$ cat config.mk
export PLATFORM = sky130hd
export DESIGN_NAME = perfMonitor
export DESIGN_NICKNAME = d
export VERILOG_FILES = /design/src/logic/perfEventPkg.sv /design/src/logic/perfCountPkg.sv /design/src/logic/branchCounter.sv /design/src/logic/cacheCounter.sv /design/src/logic/perfReadout.sv /design/src/logic/perfMonitor.sv
export VERILOG_INCLUDE_DIRS = /design/src /design/src/logic
export SDC_FILE = /design/constraint.sdc
export NUM_CORES = 1
export LEC_CHECK = 0
export ABC_AREA = 1
export BUFFER_PORTS_ARGS = -buffer_cell sky130_fd_sc_hd__buf_2
export CAP_MARGIN = 20
export CORE_ASPECT_RATIO = 1.25
export CORE_UTILIZATION = 45
export CTS_BUF_LIST = sky130_fd_sc_hd__clkbuf_8
export DETAILED_ROUTE_END_ITERATION = 8
export GPL_ROUTABILITY_DRIVEN = 1
export GPL_TIMING_DRIVEN = 0
export SLEW_MARGIN = 20
export SYNTH_ARGS = -nofsm -noshare
export SYNTH_HDL_FRONTEND = slang
export SYNTH_HIERARCHICAL = 1
export SYNTH_SLANG_ARGS = --single-unit
$ cat constraint.sdc
create_clock -name clk -period 3.4 [get_ports clk]
set_input_delay 0.17 -clock clk [delete_from_list [all_inputs] [get_ports clk]]
set_output_delay 0.17 -clock clk [all_outputs]
set_load 0.02 [all_outputs]
$ cat src/logic/perf_settings.svh
`ifndef PERF_SETTINGS_SVH
`define PERF_SETTINGS_SVH

// Width of every performance counter, all of them wrap at this size
`define PERF_COUNT_WIDTH 32

// Read port address width, enough for six counters plus two spare
`define PERF_ADDR_WIDTH 3

// Read port address map
`define PERF_ADDR_BRANCH_TOTAL 3'd0
`define PERF_ADDR_BRANCH_MISS  3'd1
`define PERF_ADDR_CACHE_HIT    3'd2
`define PERF_ADDR_CACHE_MISS   3'd3
`define PERF_ADDR_CACHE_ACCESS 3'd4
`define PERF_ADDR_CACHE_TIMER  3'd5

// Addresses 6 and 7 are unused and read back as zero

`endif

$ cat src/logic/perfEventPkg.sv
package perfEventPkg;

    // Strobes from the core, one cycle each
    typedef struct packed {
        logic executed;    // A branch retired this cycle
        logic mispredict;  // Only meaningful with executed
    } branchEventT;

    // Strobes from the cache, one cycle each
    //   hit and miss never fire together
    //   start opens an access window and is one access
    //   finish closes the open window
    typedef struct packed {
        logic hit;
        logic miss;
        logic start;
        logic finish;
    } cacheEventT;

endpackage

$ cat src/logic/perfCountPkg.sv
`include "perf_settings.svh"

package perfCountPkg;

    // Raw counter value
    typedef logic [`PERF_COUNT_WIDTH-1:0] countT;

    // Read port address
    typedef logic [`PERF_ADDR_WIDTH-1:0] regAddrT;

    // Branch counter group
    typedef struct packed {
        countT total;         // Branches executed
        countT mispredicted;  // Executed and mispredicted
    } branchCountsT;

    // Cache counter group
    typedef struct packed {
        countT hit;
        countT miss;
        countT access;  // One per window start
        countT timer;   // Cycles spent in open windows
    } cacheCountsT;

    // Access window tracker
    typedef enum logic {
        idle     = 1'b0,
        counting = 1'b1
    } timerStateT;

endpackage

$ cat src/logic/branchCounter.sv
`timescale 1ns/1ps

module branchCounter
    import perfEventPkg::*;
    import perfCountPkg::*;
(
    input  logic         clk,
    input  logic         rst,
    input  logic         clear,         // Zero both counters
    input  branchEventT  branchEvent,
    output branchCountsT branchCounts
);

    logic countMiss;  // Mispredict qualified by executed

    assign countMiss = branchEvent.executed & branchEvent.mispredict;

    always_ff @(posedge clk or posedge rst) begin
        if (rst) begin
            branchCounts <= '0;
        end else if (clear) begin
            branchCounts <= '0;  // Events in this cycle are dropped
        end else begin
            if (branchEvent.executed) begin
                branchCounts.total <= branchCounts.total + countT'(1);
            end
            if (countMiss) begin
                branchCounts.mispredicted <= branchCounts.mispredicted + countT'(1);
            end
        end
    end

    // A lone mispredict strobe points at a faulty core, the counter ignores it
    mispredictNeedsExecuted: assert property (
        @(posedge clk) disable iff (rst)
        branchEvent.mispredict |-> branchEvent.executed
    ) else $error("branchCounter: mispredict without executed");

endmodule

$ cat src/logic/cacheCounter.sv
`timescale 1ns/1ps

module cacheCounter
    import perfEventPkg::*;
    import perfCountPkg::*;
(
    input  logic        clk,
    input  logic        rst,
    input  logic        clear,        // Zero counters, close window
    input  cacheEventT  cacheEvent,
    output cacheCountsT cacheCounts
);

    timerStateT state;
    timerStateT nextState;

    // Window tracking, finish wins when it meets start
    always_comb begin
        nextState = state;
        if (cacheEvent.finish) begin
            nextState = idle;
        end else if (cacheEvent.start) begin
            nextState = counting;  // Also holds an already open window
        end
    end

    always_ff @(posedge clk or posedge rst) begin
        if (rst) begin
            state <= idle;
        end else if (clear) begin
            state <= idle;
        end else begin
            state <= nextState;
        end
    end

    always_ff @(posedge clk or posedge rst) begin
        if (rst) begin
            cacheCounts <= '0;
        end else if (clear) begin
            cacheCounts <= '0;  // Same-cycle events discarded
        end else begin
            if (cacheEvent.hit) begin
                cacheCounts.hit <= cacheCounts.hit + countT'(1);
            end
            if (cacheEvent.miss) begin
                cacheCounts.miss <= cacheCounts.miss + countT'(1);
            end
            if (cacheEvent.start) begin
                cacheCounts.access <= cacheCounts.access + countT'(1);
            end
            // One tick per edge spent inside a window
            if (state == counting) begin
                cacheCounts.timer <= cacheCounts.timer + countT'(1);
            end
        end
    end

    hitMissExclusive: assert property (
        @(posedge clk) disable iff (rst)
        !(cacheEvent.hit && cacheEvent.miss)
    ) else $error("cacheCounter: hit and miss in the same cycle");

    // Closing a window that was never opened
    finishNeedsWindow: assert property (
        @(posedge clk) disable iff (rst)
        (state == idle && !cacheEvent.start) |-> !cacheEvent.finish
    ) else $error("cacheCounter: finish with no open access window");

endmodule

$ cat src/logic/perfReadout.sv
`timescale 1ns/1ps
`include "perf_settings.svh"

module perfReadout
    import perfCountPkg::*;
(
    input  logic         clk,
    input  logic         rst,
    input  branchCountsT branchCounts,
    input  cacheCountsT  cacheCounts,
    input  logic         readEn,      // Read request strobe
    input  regAddrT      readAddr,
    output logic         readValid,   // One cycle after readEn
    output countT        readData
);

    countT selected;  // Counter at readAddr before this cycle's events

    always_comb begin
        case (readAddr)
            `PERF_ADDR_BRANCH_TOTAL: begin
                selected = branchCounts.total;
            end
            `PERF_ADDR_BRANCH_MISS: begin
                selected = branchCounts.mispredicted;
            end
            `PERF_ADDR_CACHE_HIT: begin
                selected = cacheCounts.hit;
            end
            `PERF_ADDR_CACHE_MISS: begin
                selected = cacheCounts.miss;
            end
            `PERF_ADDR_CACHE_ACCESS: begin
                selected = cacheCounts.access;
            end
            `PERF_ADDR_CACHE_TIMER: begin
                selected = cacheCounts.timer;
            end
            default: begin
                selected = '0;  // Spare addresses
            end
        endcase
    end

    always_ff @(posedge clk or posedge rst) begin
        if (rst) begin
            readValid <= 1'b0;
        end else begin
            readValid <= readEn;
        end
    end

    // Data only moves on a request, so it holds between reads
    always_ff @(posedge clk) begin
        if (readEn) begin
            readData <= selected;
        end
    end

endmodule

$ cat src/logic/perfMonitor.sv
`timescale 1ns/1ps

module perfMonitor
    import perfEventPkg::*;
    import perfCountPkg::*;
(
    input  logic        clk,
    input  logic        rst,
    input  logic        clear,        // Zero every counter
    input  branchEventT branchEvent,  // From the core
    input  cacheEventT  cacheEvent,   // From the cache
    input  logic        readEn,
    input  regAddrT     readAddr,
    output logic        readValid,
    output countT       readData
);

    branchCountsT branchCounts;
    cacheCountsT  cacheCounts;

    // Branch events
    branchCounter branchCounterInst (
        .clk          (clk),
        .rst          (rst),
        .clear        (clear),
        .branchEvent  (branchEvent),
        .branchCounts (branchCounts)
    );

    // Cache events and access window timer
    cacheCounter cacheCounterInst (
        .clk         (clk),
        .rst         (rst),
        .clear       (clear),
        .cacheEvent  (cacheEvent),
        .cacheCounts (cacheCounts)
    );

    // Single read port over all six counters
    perfReadout perfReadoutInst (
        .clk          (clk),
        .rst          (rst),
        .branchCounts (branchCounts),
        .cacheCounts  (cacheCounts),
        .readEn       (readEn),
        .readAddr     (readAddr),
        .readValid    (readValid),
        .readData     (readData)
    );

endmodule

### Word level (Yosys, flattened, before mapping)

Cells that the tools add are included.

* register bits: 226
* latch bits: 0
* memory bits (writable): 0
* ROM bits: 0
* output and inout bits: 33
* word-level logic and storage cells: 41
* memories kept: 0

* add/sub/neg operators: 6
* multiply operators: 0
* divide/modulo/power cells: 0
* magnitude comparators: 0
* equality and inequality tests: 5
* shifts and indexed selects: 0
* multiplexer cells: 12
* bitwise gates (word level): 1
* reduce and logical (&&, ||, !) cells: 8

Operator list (count)
* 32-bit by 1-bit adder with 32-bit output, second input constant: 6
* 32-bit 2-to-1 mux: 6
* 32-bit one-hot mux with 6 select lines: 1
* 128-bit 2-to-1 mux: 1
* 64-bit 2-to-1 mux: 1
* 2-bit nonzero test: 6
* 3-bit by 2-bit equality test with 1-bit output, second input constant: 2
* 3-bit equality test, second input constant: 2
* 3-bit by 1-bit equality test with 1-bit output, second input constant: 1
* 3-bit logical NOT: 1
* 1-bit 2-to-1 mux: 3
* 3-bit nonzero test: 1
* 1-bit AND: 1

### Longest topological paths before layout

* word-level depth: 3
* depth in mapped cells: 9
* mapped depth without buffers: 9

### Cells and area by module

The synthesis kept the hierarchy.

Modules (own cells, without submodules)
* cacheCounter: times used 1, cells an instance 1073, area an instance 7427.1 µm², seq. area each 3228.1 µm²
* branchCounter: times used 1, cells an instance 550, area an instance 3837.4 µm², seq. area each 1601.5 µm²
* perfReadout: times used 1, cells an instance 458, area an instance 3034.2 µm², seq. area each 985.9 µm²

### Least setup slack after synthesis

OpenSTA, ideal clock, no wires.

* path kind: reg-to-reg
* from: register, netlist name cacheCounterInst/cacheCounts[96]
* to: register, netlist name cacheCounterInst/cacheCounts[124]
* setup time: 0.119 ns
* arrival time: 1.280 ns
* required time: 3.281 ns
* slack: 2.001 ns
* cell stages (with the launch flop): 9
* buffers on the path: 0
* cell sequence: dfrtp_1 -> ha_1 -> nand3_2 -> nor2_4 -> nand2_1 -> nor2_2 -> nand3_1 -> nand2_1 -> nor2_1

* cells in the longest elaborated chain, start to end: 3

Ends and longest elaborated chain
* 32-bit by 1-bit adder with 32-bit output: RTL line cacheCounter.sv:44 `cacheCounts.hit <= cacheCounts.hit + countT'(1);`
* 32-bit 2-to-1 mux: RTL line cacheCounter.sv:43 `if (cacheEvent.hit) begin`
* 128-bit 2-to-1 mux: RTL line cacheCounter.sv:40 `end else if (clear) begin`

No other way between the ends. The select of a mux whose other input is x is not followed.
A chain may end at the register's enable or synchronous reset.

### Worst setup path after layout

* from: register, netlist name cacheCounterInst/cacheCounts[33]
* to: register, netlist name cacheCounterInst/cacheCounts[52]

* cells in the longest elaborated chain, start to end: 3

Ends and longest elaborated chain
* 32-bit by 1-bit adder with 32-bit output: RTL line cacheCounter.sv:50 `cacheCounts.access <= cacheCounts.access + countT'(1);`
* 32-bit 2-to-1 mux: RTL line cacheCounter.sv:49 `if (cacheEvent.start) begin`
* 128-bit 2-to-1 mux: RTL line cacheCounter.sv:40

No other way between the ends. The select of a mux whose other input is x is not followed.

==> summary.txt <==
Outcome
  • Status: completed

Global route
  • Gr ovfl total: 0
  • First-pass GRT wire length: 75.36 mm
  • Vias in the first global route: around 13,000
  • Largest net degree at the start of global routing: 34
  • Gr usage total: 30.48%
  • Initial antenna violation count: 0

Logic synthesis
  • Mapped cell area: 0.01430 mm^2
  • Post-Syn Area per Cell: 6.871 um^2
  • Ys async rst share: 85.84%
  • Seq/Total Area, Yosys: roughly 40%
  • Post-Synthesis Cells: 2,081
  • Synth warn: 6
  • Number of synthesized flops with an enable pin: 32
  • Post-synth top area share: 33.95%
  • Mux cell area share after synthesis: 0%
  • Main combinational cell family by area after synthesis: simple AND/OR/NAND/NOR gates
  • Syn Nets: 2,100
  • Compound-cell area share of the yosys netlist: 8.829%
  • Synth top area cells: dfrtp_1, nand2_1, nor2_1
  • Synth Area in XOR/XNOR: 0.06125%
  • Synth area leader: dfrtp_1
  • Number of synthesized register bits: 226
  • Synth unique cells: 39
  • Post-Synth Adder-Cell Area: less than 1%
  • Simple-Gate Fraction of Synth Area: between 40% and 50%
  • Synth Flop Type: dfrtp_1

Route
  • First DRT Iteration DRCs: 1,219
  • Drt pass-1 iters: 5
  • Vias/cell: 5.395
  • Routed wire length per instance: 18.59 um
  • Final wirelength: 48.64 mm
  • Residual DRC: 0
  • Antenna viol nets, final: 0
  • Via count: about 14,000

Placement
  • Dpl hpwl: 37.85 mm
  • Gp weighted congestion: 0.9594
  • Placed cell area: 0.01515 mm^2
  • Port Buffers: 41

Clock network
  • Clock Latency Late Sink: 0.57 ns
  • Post-CTS resize count: 0
  • Clk root buf: clkbuf_8
  • Clock Path Buffers: 3
  • TritonCTS buffer count: 41
  • Clock slew at reported path FFs: 0.07 ns
  • CTS sink cnt: 226
  • CTS tree: built
  • H-tree depth: 2

Critical path
  • Critical path data arrival time: 2.28 ns
  • CP Max Fanout: 6
  • Startpoint Class: register
  • CP endpoint kind: register
  • CP required: 3.91 ns
  • Critical path class: register to register

Pwr
  • Total power: 0.005922 W
  • Peak supply drop: 0.0002461 V
  • Power Density: 368.4 mW/mm^2
  • Leak: slightly above 7 nW

Floorplanning
  • Starting Density: 46.01%
  • Die width: 161.4 um
  • Full die area: ~0.032 mm^2
  • # rows: around 70
  • IO Pins: 46
  • Die H: around 200 um
  • Area of the core: 0.03108 mm^2

STA
  • Final Critical Period: 1.778 ns
  • Fin crit share: a little over half
  • Max Clk Rate: approximately 560 MHz
  • Worst relative slew slack: a little under two fifths
  • Final hold vios: 0
  • RSZ-0062 raised after global routing: no
  • Final setup viols: 0
  • Setup TNS: 0 ns
  • Clk_skew: 0.01386 ns
  • Slew Viols, Final: 0
  • Slew of the pin with the lowest slew margin: 0.9499 ns

Job
  • Max_cap viols: 0

Layout
  • Storage element area: 0.005816 mm^2
  • Area Overhead vs Synth: 12.43%
  • Final instance area: 0.01608 mm^2
  • Most common cell after layout, fill and taps aside: nand2_1
  • Multi-input logic area: ~0.0073 mm^2
  • Layout cells sized above 1: 10.95%
  • Net count, final: 2,197
  • N_diodes: 0
  • Layout fillers: 3,188
  • Commonest cells after routing, fill and taps aside: nand2_1, nor2_1, inv_1, nand3_1, dfrtp_1

Hold path
  • Worst min-delay path class: input pin to asynchronous set/reset pin
==> kinds of logic after synthesis <==
logic type,Yosys count
buffers and inverters,295
xor gates and xnor gates,1
and+or+nand+nor,1307
adders and majority gates,6
AOI/OAI and AO/OA,246
DFF,226
==> layout make-up <==
| class | count | share of cell area (%) |
|---|---|---|
| buffer | 68 | 2.327 |
| clock buffer | 48 | 4.109 |
| clock inverter | 27 | 1.191 |
| inverter | 227 | 5.354 |
| multi-input combinational | 1560 | 45.12 |
| sequential | 226 | 36.17 |
| tap | 407 | 3.168 |
| timing repair buffer | 54 | 2.553 |
==> worst max-delay path, stage by stage (launching register included) <==
cell     delay [ns]
dfrtp_1        0.49
ha_1           0.26
nand2_1        0.06
nor2_1         0.17
nand2_1        0.18
nor2_4         0.20
nand3_1        0.12
nand2_1        0.08
nand2_1        0.05
nor2_1         0.09
==> metrics by stage <==
stage	hold WS, ns	setup slack (ns)	util (%)	instances
final	0.04880	1.622	51.73	2617
after global placement	0.06203	0.5089	48.32	2529
after floorplan	-0.1013	1.632	-	2081
after CTS	0.02732	1.628	51.73	2617
after global routing	0.04324	1.440	51.73	2617
after detailed placement	0.07817	1.468	48.76	2535
==> path summary, 6_finish.rpt <==
path                                                  start                          endpoint  slack, ns  depth (start not counted)
min                                                     rst         perfReadoutInst/readValid       0.05                          3
min in group clk                                     readEn         perfReadoutInst/readValid       0.11                          1
max                        cacheCounterInst/cacheCounts[33]  cacheCounterInst/cacheCounts[52]       1.62                          9
max in group asynchronous                               rst  cacheCounterInst/cacheCounts[90]       2.45                          5
min reg2reg                cacheCounterInst/cacheCounts[67]  cacheCounterInst/cacheCounts[67]       0.54                          1
max reg2reg                cacheCounterInst/cacheCounts[33]  cacheCounterInst/cacheCounts[52]       1.62                          9
==> flip-flops by register name, indices dropped and copies added, names as in the netlist <==
signal,flops
branchCounterInst/branchCounts,64
perfReadoutInst/readValid,1
cacheCounterInst/state,1
perfReadoutInst/readData,32
cacheCounterInst/cacheCounts,128
==> power breakdown <==
part	total [W]	switching [W]	internal [W]	leakage, nW
Clock	0.00274	0.00123	0.00151	0.483
Combinational	0.000386	0.000282	0.000104	3.67
Sequential	0.00280	0.0000257	0.00277	3.03
Total	0.00592	0.00154	0.00439	7.18
==> cell usage after synthesis (4+ instances only) <==
cell type  count
buf_6          4
inv_2          7
nand2_4        5
nand3_1      196
o21ai_1       11
dfrtp_1      194
edfxtp_1      32
clkbuf_1      14
a31oi_1        5
nor3_1        15
nand2_1      512
inv_1        218
nor2_4        26
o21a_1         4
nand4_1      101
nand3_2        6
o21bai_1       5
buf_2         26
o21ai_0       75
nand2_2       13
ha_1           6
nor2_8         4
nor2_2        27
a21oi_1      145
buf_1          9
buf_4         15
nor2_1       390
==> metal layers <==
layer | share of wire, % | GRT usage (%) | vias up
li1 | - | - | 6964
met1 | 41 | 37.76 | 6616
met2 | 49 | 52.80 | 424
met3 | 5.6 | 4.288 | 116
met4 | 4.1 | 12.74 | 0
met5 | 0 | 0 | -
==> repair_timing <==
action,CTS,global route
buffers inserted,0,0
hold endpoints to repair,69,0
hold buffers,7,0
endpoints found under the setup margin,0,0
No activity file was read; power rests on OpenSTA's default activity.
